### config.mk
export PLATFORM = sky130hd
export DESIGN_NAME = exe_unit
export DESIGN_NICKNAME = d
export VERILOG_FILES = /design/src/exe_pkg.sv /design/src/exe_ifs.sv /design/src/count_bits.sv /design/src/exe_decode.sv /design/src/exe_alu.sv /design/src/exe_result.sv /design/src/exe_unit.sv
export SDC_FILE = /design/constraint.sdc
export NUM_CORES = 1
export LEC_CHECK = 0
export BUFFER_PORTS_ARGS = -buffer_cell sky130_fd_sc_hd__buf_2
export CAP_MARGIN = 10
export CORE_UTILIZATION = 31
export CTS_CLUSTER_SIZE = 8
export DETAILED_ROUTE_END_ITERATION = 12
export GPL_TIMING_DRIVEN = 0
export PLACE_DENSITY = 0.58
export RECOVER_POWER = 25
export SYNTH_ARGS = -nofsm -noshare
export SYNTH_HDL_FRONTEND = slang
export SYNTH_SLANG_ARGS = --single-unit
### constraint.sdc
create_clock -name clk -period 4.6 [get_ports clk]
set_clock_uncertainty 0.05 [all_clocks]
set_input_delay 0.23 -clock clk [delete_from_list [all_inputs] [get_ports clk]]
set_output_delay 0.23 -clock clk [all_outputs]
set_load 0.03 [all_outputs]
### src/exe_pkg.sv
// shared op codes, encodings and widths for the execute stage
// only the opcode/funct pair is decoded, other fields of a word are don't care
// internal alu op codes are private to this design, not mips encodings

package exe_pkg;

    localparam int xlen       = 32;
    localparam int reg_addr_w = 5;  // register number
    localparam int alu_op_w   = 5;
    localparam int opcode_w   = 6;
    localparam int funct_w    = 6;
    localparam int imm_w      = 16;

    // internal alu operations
    localparam logic [alu_op_w-1:0] op_add  = 5'd0;   // traps on overflow
    localparam logic [alu_op_w-1:0] op_addu = 5'd1;
    localparam logic [alu_op_w-1:0] op_sub  = 5'd2;   // traps on overflow
    localparam logic [alu_op_w-1:0] op_subu = 5'd3;
    localparam logic [alu_op_w-1:0] op_and  = 5'd4;
    localparam logic [alu_op_w-1:0] op_or   = 5'd5;
    localparam logic [alu_op_w-1:0] op_xor  = 5'd6;
    localparam logic [alu_op_w-1:0] op_nor  = 5'd7;
    localparam logic [alu_op_w-1:0] op_slt  = 5'd8;
    localparam logic [alu_op_w-1:0] op_sltu = 5'd9;
    localparam logic [alu_op_w-1:0] op_sll  = 5'd10;  // also sllv
    localparam logic [alu_op_w-1:0] op_srl  = 5'd11;  // also srlv
    localparam logic [alu_op_w-1:0] op_sra  = 5'd12;  // also srav
    localparam logic [alu_op_w-1:0] op_clz  = 5'd13;
    localparam logic [alu_op_w-1:0] op_clo  = 5'd14;
    localparam logic [alu_op_w-1:0] op_lui  = 5'd15;

    // primary opcodes
    localparam logic [opcode_w-1:0] opc_special  = 6'h00;
    localparam logic [opcode_w-1:0] opc_special2 = 6'h1c;
    localparam logic [opcode_w-1:0] opc_addi     = 6'h08;
    localparam logic [opcode_w-1:0] opc_addiu    = 6'h09;
    localparam logic [opcode_w-1:0] opc_slti     = 6'h0a;
    localparam logic [opcode_w-1:0] opc_sltiu    = 6'h0b;
    localparam logic [opcode_w-1:0] opc_andi     = 6'h0c;
    localparam logic [opcode_w-1:0] opc_ori      = 6'h0d;
    localparam logic [opcode_w-1:0] opc_xori     = 6'h0e;
    localparam logic [opcode_w-1:0] opc_lui      = 6'h0f;

    // funct codes under special
    localparam logic [funct_w-1:0] fn_sll  = 6'h00;
    localparam logic [funct_w-1:0] fn_srl  = 6'h02;
    localparam logic [funct_w-1:0] fn_sra  = 6'h03;
    localparam logic [funct_w-1:0] fn_sllv = 6'h04;
    localparam logic [funct_w-1:0] fn_srlv = 6'h06;
    localparam logic [funct_w-1:0] fn_srav = 6'h07;
    localparam logic [funct_w-1:0] fn_add  = 6'h20;
    localparam logic [funct_w-1:0] fn_addu = 6'h21;
    localparam logic [funct_w-1:0] fn_sub  = 6'h22;
    localparam logic [funct_w-1:0] fn_subu = 6'h23;
    localparam logic [funct_w-1:0] fn_and  = 6'h24;
    localparam logic [funct_w-1:0] fn_or   = 6'h25;
    localparam logic [funct_w-1:0] fn_xor  = 6'h26;
    localparam logic [funct_w-1:0] fn_nor  = 6'h27;
    localparam logic [funct_w-1:0] fn_slt  = 6'h2a;
    localparam logic [funct_w-1:0] fn_sltu = 6'h2b;
    // funct codes under special2
    localparam logic [funct_w-1:0] fn_clz  = 6'h20;
    localparam logic [funct_w-1:0] fn_clo  = 6'h21;

    // one instruction word, register view and immediate view
    typedef union packed {
        struct packed {
            logic [opcode_w-1:0]   opcode;
            logic [reg_addr_w-1:0] rs;
            logic [reg_addr_w-1:0] rt;
            logic [reg_addr_w-1:0] rd;
            logic [reg_addr_w-1:0] shamt;
            logic [funct_w-1:0]    funct;
        } r;
        struct packed {
            logic [opcode_w-1:0]   opcode;
            logic [reg_addr_w-1:0] rs;
            logic [reg_addr_w-1:0] rt;
            logic [imm_w-1:0]      imm;
        } i;
    } instr_word_u;

endpackage

### src/exe_ifs.sv
// internal links of the execute stage, both use valid/ready
// a transfer happens on a rising edge with valid and ready both high

`timescale 1ns/1ps

// decode -> alu
interface alu_req_if;
    logic                         valid;
    logic                         ready;
    logic [exe_pkg::alu_op_w-1:0] op;
    logic [exe_pkg::xlen-1:0]     a;   // shift amount for shifts
    logic [exe_pkg::xlen-1:0]     b;
    logic [exe_pkg::reg_addr_w-1:0] dest;
    logic                         reserved;

    modport source (output valid, op, a, b, dest, reserved, input ready);
    modport sink   (input valid, op, a, b, dest, reserved, output ready);
endinterface

// alu -> result stage
interface alu_rsp_if;
    logic                           valid;
    logic                           ready;
    logic [exe_pkg::xlen-1:0]       result;
    logic                           overflow;
    logic [exe_pkg::reg_addr_w-1:0] dest;
    logic                           reserved;

    modport source (output valid, result, overflow, dest, reserved, input ready);
    modport sink   (input valid, result, overflow, dest, reserved, output ready);
endinterface

### src/count_bits.sv
// leading zero / leading one count of one word, result 0 to 32
// purely combinational, a long priority chain at 32 bits

`timescale 1ns/1ps

module count_bits (
    input  logic                     ones,   // 1 counts leading ones
    input  logic [exe_pkg::xlen-1:0] value,
    output logic [exe_pkg::xlen-1:0] count
);

    logic found;

    always_comb begin
        count = exe_pkg::xlen;  // every bit matched
        found = 1'b0;
        // scan from the msb, stop at the first bit that differs
        for (int i = exe_pkg::xlen - 1; i >= 0; i--) begin
            if (!found && (value[i] != ones)) begin
                count = exe_pkg::xlen - 1 - i;
                found = 1'b1;
            end
        end
    end

endmodule

### src/exe_decode.sv
// input side of the execute stage, decodes one word and holds it in the issue reg
// register values come from an earlier stage, no forwarding here
// unknown words go down as op add with reserved set

`timescale 1ns/1ps

module exe_decode (
    input  logic        clk,
    input  logic        reset,
    input  logic [31:0] instr,
    input  logic [31:0] rs_value,
    input  logic [31:0] rt_value,
    input  logic        valid,
    output logic        ready,
    alu_req_if.source   req
);

    exe_pkg::instr_word_u           iw;
    logic [exe_pkg::alu_op_w-1:0]   dec_op;
    logic [exe_pkg::xlen-1:0]       dec_a;
    logic [exe_pkg::xlen-1:0]       dec_b;
    logic [exe_pkg::reg_addr_w-1:0] dec_dest;
    logic                           dec_reserved;
    logic [exe_pkg::xlen-1:0]       imm_sext;
    logic [exe_pkg::xlen-1:0]       imm_zext;
    logic [exe_pkg::xlen-1:0]       shamt_zext;
    logic                           accept;

    assign iw = instr;

    assign imm_sext   = {{(exe_pkg::xlen-exe_pkg::imm_w){iw.i.imm[exe_pkg::imm_w-1]}}, iw.i.imm};
    assign imm_zext   = {{(exe_pkg::xlen-exe_pkg::imm_w){1'b0}}, iw.i.imm};
    assign shamt_zext = {{(exe_pkg::xlen-exe_pkg::reg_addr_w){1'b0}}, iw.r.shamt};

    always_comb begin
        // r-type defaults
        dec_op       = exe_pkg::op_add;
        dec_a        = rs_value;
        dec_b        = rt_value;
        dec_dest     = iw.r.rd;
        dec_reserved = 1'b0;
        case (iw.r.opcode)
            exe_pkg::opc_special: begin
                case (iw.r.funct)
                    exe_pkg::fn_add:  dec_op = exe_pkg::op_add;
                    exe_pkg::fn_addu: dec_op = exe_pkg::op_addu;
                    exe_pkg::fn_sub:  dec_op = exe_pkg::op_sub;
                    exe_pkg::fn_subu: dec_op = exe_pkg::op_subu;
                    exe_pkg::fn_and:  dec_op = exe_pkg::op_and;
                    exe_pkg::fn_or:   dec_op = exe_pkg::op_or;
                    exe_pkg::fn_xor:  dec_op = exe_pkg::op_xor;
                    exe_pkg::fn_nor:  dec_op = exe_pkg::op_nor;
                    exe_pkg::fn_slt:  dec_op = exe_pkg::op_slt;
                    exe_pkg::fn_sltu: dec_op = exe_pkg::op_sltu;
                    exe_pkg::fn_sll: begin
                        dec_op = exe_pkg::op_sll;
                        dec_a  = shamt_zext;
                    end
                    exe_pkg::fn_srl: begin
                        dec_op = exe_pkg::op_srl;
                        dec_a  = shamt_zext;
                    end
                    exe_pkg::fn_sra: begin
                        dec_op = exe_pkg::op_sra;
                        dec_a  = shamt_zext;
                    end
                    exe_pkg::fn_sllv: dec_op = exe_pkg::op_sll;  // amount from rs
                    exe_pkg::fn_srlv: dec_op = exe_pkg::op_srl;
                    exe_pkg::fn_srav: dec_op = exe_pkg::op_sra;
                    default:          dec_reserved = 1'b1;
                endcase
            end
            exe_pkg::opc_special2: begin
                case (iw.r.funct)
                    exe_pkg::fn_clz: dec_op = exe_pkg::op_clz;
                    exe_pkg::fn_clo: dec_op = exe_pkg::op_clo;
                    default:         dec_reserved = 1'b1;
                endcase
            end
            default: begin
                // immediate forms write rt
                dec_dest = iw.i.rt;
                dec_b    = imm_sext;
                case (iw.i.opcode)
                    exe_pkg::opc_addi:  dec_op = exe_pkg::op_add;
                    exe_pkg::opc_addiu: dec_op = exe_pkg::op_addu;
                    exe_pkg::opc_slti:  dec_op = exe_pkg::op_slt;
                    exe_pkg::opc_sltiu: dec_op = exe_pkg::op_sltu;  // sign-extended, compared unsigned
                    exe_pkg::opc_andi: begin
                        dec_op = exe_pkg::op_and;
                        dec_b  = imm_zext;
                    end
                    exe_pkg::opc_ori: begin
                        dec_op = exe_pkg::op_or;
                        dec_b  = imm_zext;
                    end
                    exe_pkg::opc_xori: begin
                        dec_op = exe_pkg::op_xor;
                        dec_b  = imm_zext;
                    end
                    exe_pkg::opc_lui: begin
                        dec_op = exe_pkg::op_lui;
                        dec_b  = imm_zext;  // alu moves it up
                    end
                    default: begin
                        dec_reserved = 1'b1;
                        dec_dest     = iw.r.rd;
                        dec_b        = rt_value;
                    end
                endcase
            end
        endcase
    end

    assign ready  = !req.valid || req.ready;  // empty or draining
    assign accept = valid && ready;

    always_ff @(posedge clk) begin
        if (reset) begin
            req.valid <= 1'b0;
        end else if (accept) begin
            req.valid <= 1'b1;
        end else if (req.ready) begin
            req.valid <= 1'b0;
        end
    end

    // issue register payload
    always_ff @(posedge clk) begin
        if (accept) begin
            req.op       <= dec_op;
            req.a        <= dec_a;
            req.b        <= dec_b;
            req.dest     <= dec_dest;
            req.reserved <= dec_reserved;
        end
    end

endmodule

### src/exe_alu.sv
// combinational alu of the execute stage, no clock
// shifts take their amount from the low 5 bits of a and move b
// overflow only for the trapping add and sub

`timescale 1ns/1ps

module exe_alu (
    alu_req_if.sink   req,
    alu_rsp_if.source rsp
);

    localparam int msb = exe_pkg::xlen - 1;

    logic [exe_pkg::xlen-1:0] sum;
    logic [exe_pkg::xlen-1:0] diff;
    logic [exe_pkg::xlen-1:0] lead_count;
    logic [4:0]               shamt;
    logic                     ovf_add;
    logic                     ovf_sub;

    assign sum   = req.a + req.b;
    assign diff  = req.a - req.b;
    assign shamt = req.a[4:0];

    count_bits u_count_bits (
        .ones  (req.op == exe_pkg::op_clo),
        .value (req.a),
        .count (lead_count)
    );

    always_comb begin
        case (req.op)
            exe_pkg::op_add,
            exe_pkg::op_addu: rsp.result = sum;
            exe_pkg::op_sub,
            exe_pkg::op_subu: rsp.result = diff;
            exe_pkg::op_and:  rsp.result = req.a & req.b;
            exe_pkg::op_or:   rsp.result = req.a | req.b;
            exe_pkg::op_xor:  rsp.result = req.a ^ req.b;
            exe_pkg::op_nor:  rsp.result = ~(req.a | req.b);
            exe_pkg::op_slt: begin
                if ($signed(req.a) < $signed(req.b)) begin
                    rsp.result = 1;
                end else begin
                    rsp.result = '0;
                end
            end
            exe_pkg::op_sltu: begin
                if (req.a < req.b) begin
                    rsp.result = 1;
                end else begin
                    rsp.result = '0;
                end
            end
            exe_pkg::op_sll:  rsp.result = req.b << shamt;
            exe_pkg::op_srl:  rsp.result = req.b >> shamt;
            exe_pkg::op_sra:  rsp.result = $signed(req.b) >>> shamt;
            exe_pkg::op_clz,
            exe_pkg::op_clo:  rsp.result = lead_count;
            exe_pkg::op_lui:  rsp.result = req.b << 16;
            default:          rsp.result = '0;  // no such op from decode
        endcase
    end

    // same signs in, other sign out
    assign ovf_add = (req.a[msb] == req.b[msb]) && (sum[msb] != req.a[msb]);
    // signs differ and result lost the sign of a
    assign ovf_sub = (req.a[msb] != req.b[msb]) && (diff[msb] != req.a[msb]);

    assign rsp.overflow = ((req.op == exe_pkg::op_add) && ovf_add)
                       || ((req.op == exe_pkg::op_sub) && ovf_sub);

    assign rsp.dest     = req.dest;
    assign rsp.reserved = req.reserved;

    // handshake passes straight through
    assign rsp.valid = req.valid;
    assign req.ready = rsp.ready;

endmodule

### src/exe_result.sv
// output side of the execute stage, one result register
// write_en is formed from the held flags, qualify it with valid
// holds its contents while ready is low

`timescale 1ns/1ps

module exe_result (
    input  logic        clk,
    input  logic        reset,
    alu_rsp_if.sink     rsp,
    output logic [31:0] result,
    output logic [4:0]  dest,
    output logic        write_en,
    output logic        overflow,
    output logic        reserved,
    output logic        valid,
    input  logic        ready
);

    logic load;

    assign rsp.ready = !valid || ready;
    assign load      = rsp.valid && rsp.ready;

    always_ff @(posedge clk) begin
        if (reset) begin
            valid <= 1'b0;
        end else if (load) begin
            valid <= 1'b1;
        end else if (ready) begin
            valid <= 1'b0;  // item left, nothing new
        end
    end

    always_ff @(posedge clk) begin
        if (load) begin
            result   <= rsp.result;
            dest     <= rsp.dest;
            overflow <= rsp.overflow;
            reserved <= rsp.reserved;
        end
    end

    // r0 is never written
    assign write_en = !overflow && !reserved && (dest != '0);

endmodule

### src/exe_unit.sv
// top of the execute stage, two register stages with the alu between them
// in_ready depends combinationally on out_ready
// one item per cycle when out_ready stays high

`timescale 1ns/1ps

module exe_unit (
    input  logic        clk,
    input  logic        reset,
    input  logic [31:0] in_instr,
    input  logic [31:0] in_rs_value,
    input  logic [31:0] in_rt_value,
    input  logic        in_valid,
    output logic        in_ready,
    output logic [31:0] out_result,
    output logic [4:0]  out_dest,
    output logic        out_write_en,
    output logic        out_overflow,
    output logic        out_reserved,
    output logic        out_valid,
    input  logic        out_ready
);

    alu_req_if req_if ();
    alu_rsp_if rsp_if ();

    exe_decode u_decode (
        .clk      (clk),
        .reset    (reset),
        .instr    (in_instr),
        .rs_value (in_rs_value),
        .rt_value (in_rt_value),
        .valid    (in_valid),
        .ready    (in_ready),
        .req      (req_if.source)
    );

    exe_alu u_alu (
        .req (req_if.sink),
        .rsp (rsp_if.source)
    );

    exe_result u_result (
        .clk      (clk),
        .reset    (reset),
        .rsp      (rsp_if.sink),
        .result   (out_result),
        .dest     (out_dest),
        .write_en (out_write_en),
        .overflow (out_overflow),
        .reserved (out_reserved),
        .valid    (out_valid),
        .ready    (out_ready)
    );

endmodule

[Word-level counts from Yosys, hierarchy flattened]
Index checks and enable logic that the tools add are counted.
Operators by class
  add/sub/neg operators: 2
  magnitude comparators: 2
  equality and inequality tests: 75
  shifts and indexed selects: 3
  multiplexer cells: 84
  bitwise gates (word level): 4
  reductions and logical operators: 96
Operator list (count)
  32-bit 2-to-1 mux: 33
  32-bit case mux with 13 select lines: 1
  32-bit < comparator: 2
  32-bit case mux with 2 select lines: 1
  6-bit == test (second input constant): 10
  6-bit by 4-bit == test with 1-bit output (second input constant): 8
  4-bit case mux with 12 select lines: 1
  5-bit by 4-bit == test with 1-bit output (second input constant): 8
  1-bit 2-to-1 mux: 40
  1-bit logical AND: 39
  1-bit zero test: 35
  1-bit inequality test: 35
  32-bit adder: 1
  32-bit bitwise AND: 1
  32-bit inverter: 1
  32-bit OR: 1
  32-bit by 5-bit left shift with 32-bit output: 1
  32-bit by 5-bit right shift with 32-bit output: 1
  32-bit by 5-bit >>> shifter with 32-bit output: 1
  32-bit subtractor: 1
  32-bit XOR: 1
  4-bit case mux with 7 select lines: 1
  5-bit by 3-bit == test with 1-bit output (second input constant): 4
  6-bit by 3-bit == test with 1-bit output (second input constant): 3
  20 further kinds: 36
Word-level totals
  register bits after elaboration: 116
  logic and storage cells: 277

[Logic depth before layout (Yosys ltp)]
  depth after elaboration: 97
  gate-level depth with buffers: 16

[Hierarchy]
Synthesis repeated with hierarchy kept, for this count alone.
Second synthesis, totals
  cell total of the unflattened synthesis: 1807
  area total of the unflattened synthesis: 14585.2 um2
By module, submodules not included
  exe_alu: instances 1, cells each 1315, area an instance 9069.9 um2, sequential area each 0.0 um2
  exe_decode: instances 1, cells each 265, area an instance 3179.3 um2, sequential area each 2242.2 um2
  exe_result: instances 1, cells each 47, area an instance 1236.2 um2, sequential area each 1191.1 um2
  count_bits: instances 1, cells each 180, area an instance 1099.8 um2, sequential area each 0.0 um2

[Worst setup path before layout]
Ideal clock, no wire load.
  kind: reg2reg
  from: register u_decode.req.a[2]
  to: register u_result.result[0], data pin
  data arrival time: 3859 ps
  data required time: 4289 ps
  path slack: 430 ps
  cell stages (with the launch flop): 15
  clock period less this slack: 4170 ps
  path through: edfxtp_1 inv_1 clkbuf_1 clkbuf_1 clkbuf_1 ha_1 or2_2 a221oi_1 o221a_2 nand2_1 a211oi_1 or3_1 and2_1 nand2_1 a311o_1
Between the ends
  cells in the longest elaborated chain, start to end: 10
  elaborated cells on any way between the ends: 19
  those cells by class: order compare (2); eq/ne (1); shift (3); mux (8); reduce/logical (5)
RTL lines
  start: declaration: line exe_ifs.sv:16  | modport source (output valid, op, a, b, dest, reserved, input ready);
  start signal: assignment: line exe_decode.sv:132  | req.a <= dec_a;
  parallel branches: the longest is 9 deep, another holds 32-bit < comparator
  32-bit case mux with 13 select lines *: line exe_alu.sv:32  | case (req.op)
  net rsp_if.result (one bit): line exe_ifs.sv:24  | logic [exe_pkg::xlen-1:0] result;
  end signal: assignment: line exe_result.sv:37  | result <= rsp.result;
  end: declaration: line exe_result.sv:11  | output logic [31:0] result,
Mark *: on every way through the listed nets, which the timed path passes.
A chain may end at the register's enable or synchronous reset.

[Worst setup path after layout]
  from: register u_decode.req.a[4]
  to: register u_result.result[21], data pin
Between the ends
  cells in the longest elaborated chain, start to end: 16
  elaborated cells on any way between the ends: 25
  those cells by class: add/sub (2); eq/ne (1); shift (3); mux (10); reduce/logical (9)
RTL lines
  1-bit inequality test: line count_bits.sv:19  | if (!found && (value[i] != ones)) begin
  1-bit logical AND: line count_bits.sv:19
  1-bit 2-to-1 mux: line count_bits.sv:19
  1-bit zero test: line count_bits.sv:19
  1-bit logical AND: line count_bits.sv:19
  1-bit 2-to-1 mux: line count_bits.sv:19
  1-bit zero test: line count_bits.sv:19
  1-bit logical AND: line count_bits.sv:19
  1-bit 2-to-1 mux: line count_bits.sv:19
  1-bit zero test: line count_bits.sv:19
  1-bit logical AND: line count_bits.sv:19
  1-bit 2-to-1 mux: line count_bits.sv:19
  1-bit zero test: line count_bits.sv:19
  1-bit logical AND: line count_bits.sv:19
  32-bit 2-to-1 mux: line count_bits.sv:19
  32-bit case mux with 13 select lines *: line exe_alu.sv:32
  net rsp_if.result (one bit): line exe_ifs.sv:24
The timed path passes the listed nets; every way through them passes the cells marked *.

==> flow_metrics.env <==
export IMPL_tightestPinTransition_ns=1.46
export IMPL_ys_warn_count=0
export IMPL_status="completed"
export IMPL_setup_viol=0
export IMPL_grt_pass1_wl_um=109000
export IMPL_core_rowCount=77
export IMPL_worst_r2r_cell_count=11
export IMPL_detail_route_first_pass_iterations=6
export IMPL_place_ws_ns=-1.53
export IMPL_power_uw=4480
export IMPL_globalRouteOverflowTotal=0
export IMPL_fp_dieH_um=214
export IMPL_clk_latency_ns=0.49
export IMPL_pin_count=142
export IMPL_synth_top_cell_area_share_pct=24.4
export IMPL_report_final_hold_viol_count=0
export IMPL_vdd_drop_max_mv=0.225
export IMPL_timing_critical_path_from_type="flop"
export IMPL_numCtsBuffers=17
export IMPL_syn_num_nets=2001
export IMPL_yosys_register_bits=115
export IMPL_yosys_area_top_type="edfxtp_1"
export IMPL_vias=16100
export IMPL_cp_data_arrival_time_ns=4.67
export IMPL_final_cycle_utilization_of_the_critical_path_pct=99.2
export IMPL_drt_first_iter_violations=2206
export IMPL_post_dp_cell_area_sq_um=15400
export IMPL_drcViolationCount=0
export IMPL_gp_congestion=1.05
export IMPL_design_final_nets=2244
export IMPL_cts_tree="yes"
export IMPL_die_width_um=214
export IMPL_finalWorstPathRequiredPeriod_ns=4.56
export IMPL_design_core_area_sq_um=44200
export IMPL_dp_hpwl_um=62300
export IMPL_hold_start="out_ready"
export IMPL_critPathMaxFanout=16
export IMPL_critPathKind="reg2reg"
export IMPL_grt_util_all_layers_pct=34.2
export IMPL_proportion_of_layout_cells_with_a_drive_suffix_above_1_pct=11.8
export IMPL_min_path_cells=4
export IMPL_synthArstFlopShare_pct=0
export IMPL_clk_root_buffer_cell="clkbuf_16"
export IMPL_slew_headroom_pct=3.00
export IMPL_floorplan_initialDensity_pct=31.4
export IMPL_ys_seq_area_share_pct=24.7
export IMPL_netlist_area_sq_um=13900
export IMPL_final_fill_count=4688
export IMPL_syn_to_final_growth_pct=21.3
export IMPL_clkSlewWorstSetupHoldPaths_ns=0.06
export IMPL_grt_antenna_before_repair=2
export IMPL_powerDensity_nw_per_um2=265
export IMPL_drv_cap=0
export IMPL_critPathCaptureType="flop"
export IMPL_ys_top_cells_by_count="nand2_1, nor2_1, o21ai_0, a21oi_1"
export IMPL_post_synth_top_count_cell="nand2_1"
export IMPL_synth_edff_count=113
export IMPL_grt_max_degree=75
export IMPL_netlist_cell_type_count=80
export IMPL_finalInstanceArea_sq_um=16900
export IMPL_required_time_reported_for_the_critical_path_endpoint_ns=4.71
export IMPL_grt_pass1_vias=14700
export IMPL_r2r_setup_slack_ns=0.04
export IMPL_drt_wirelength_per_cell_um=29.3
export IMPL_unrepaired_setup_endpoints_after_global_routing="false"
export IMPL_static_leakage_power_uw=0.00673
export IMPL_setup_slack_ns=0.0387
export IMPL_finish_utilization_pct=38.1
export IMPL_netlist_top_cells_area="edfxtp_1, ha_1, nand2_1"
export IMPL_post_drt_via_cell_ratio=6.08
export IMPL_avg_synthesized_cell_area_sq_um=7.71
export IMPL_antenna_violating_nets_post_route=0
export IMPL_cts_root_to_sink_buffers=2
export IMPL_fmax_ghz=0.219
export IMPL_cts_htree_levels=4
export IMPL_postSynthCellCount=1803
export IMPL_floorplan_die_area_sq_um=45700
export IMPL_numClockSinks=115
export IMPL_reg2reg_from="u_decode.req.a[4]"
export IMPL_worstHoldPathType="in2reg"
export IMPL_totalWireLength_um=77800
export IMPL_critical_path_startpoint="u_decode.req.a[4]"
export IMPL_buffer_ports_inserted=136
export IMPL_synth_flop_cell="edfxtp_1"
export IMPL_final_max_slew_viol_count=0
==> metal layers <==
| metal | part of all wire, % | global-route usage (%) | up-vias |
|---|---|---|---|
| li1 | - | - | 7112 |
| met3 | 9.8 | 6.58 | 148 |
| met4 | 4.5 | 16.7 | 0 |
| met2 | 43 | 50.8 | 1023 |
| met5 | 0 | 0 | - |
| met1 | 43 | 47.2 | 7848 |
==> cell type report <==
type,instances,area [sq um],area share (%)
Antenna cell,3,7.51,0.0445
Buffer,112,480,2.85
Clock buffer,18,429,2.54
Clock inverter,14,126,0.749
Inverter,114,439,2.60
Multi-Input combinational cell,1453,9610,57.0
Sequential cell,115,3430,20.4
Tap cell,592,741,4.39
Timing Repair Buffer,233,1600,9.49
==> sequential cells by signal, indices dropped and copies added (netlist names) <==
register               count
u_decode.req.a            32
u_decode.req.b            32
u_result.dest              5
u_result.result           32
u_decode.req.valid         1
u_result.reserved          1
u_result.overflow          1
u_decode.req.op            4
u_decode.req.reserved      1
u_decode.req.dest          5
u_result.valid             1
==> worst max-delay path, stage by stage, from the launching register on <==
cell	delay [ns]
edfxtp_1	0.59
inv_1	0.64
ha_1	0.44
nor3b_1	0.18
or4_1	0.39
a21oi_1	0.28
o21a_1	0.31
a21oi_1	0.18
o311ai_0	0.30
o21ai_0	0.20
xnor2_1	0.42
o221ai_1	0.25
==> what timing repair did <==
| action | 4_1_cts | 5_1_grt |
|---|---|---|
| setup endpoints to repair | 31 | 15 |
| buffers inserted | 7 | 3 |
| hold buffers | 86 | 0 |
| resized for setup | 19 | 10 |
| pin swaps | 3 | 3 |
| endpoints found under the hold margin | 70 | 0 |
==> path summary, 6_finish.rpt <==
check / to
setup / recovery: u_result.result[21]
setup reg to reg: u_result.result[21]
hold reg to reg: u_result.dest[3]
hold / removal: u_result.valid
==> stage by stage <==
step           setup TNS, ns  instances  hold slack [ns]
6_report                   0       2654           0.0310
5_1_grt                    0       2651           0.0315
4_1_cts                    0       2651          0.00478
3_5_place_dp          -30.82       2532            0.360
3_3_place_gp          -32.77       2531            0.357
2_1_floorplan              0       1803            0.252
==> cell families (layout without fill, tap and decap cells) <==
family | count (synthesis) | count (layout) | synth area share, %
compound gates | 561 | 561 | 25.8
xor+xnor | 27 | 27 | 1.70
fa+ha+maj | 98 | 98 | 8.93
buf+inv | 235 | 491 | 6.69
flops | 115 | 115 | 24.7
mux | 117 | 117 | 11.2
other cells | 0 | 3 | 0
simple gates | 650 | 650 | 21.1
==> power by group <==
group	switching, uW	internal [uW]
registers	137	1250
logic	1200	588
clock network	555	744
total	1900	2580
==> cell usage in the layout, fill, tap and decap left out, drive strengths merged, types with 74 or more instances in the layout <==
master / n
buf: 150
a21oi: 136
clkbuf: 127
edfxtp: 113
o21ai: 167
nor2: 180
nand2: 248
ha: 96
dlygate4sd3: 86
mux2i: 74
inv: 116
Note: power is estimated with default switching activity, not from simulation.
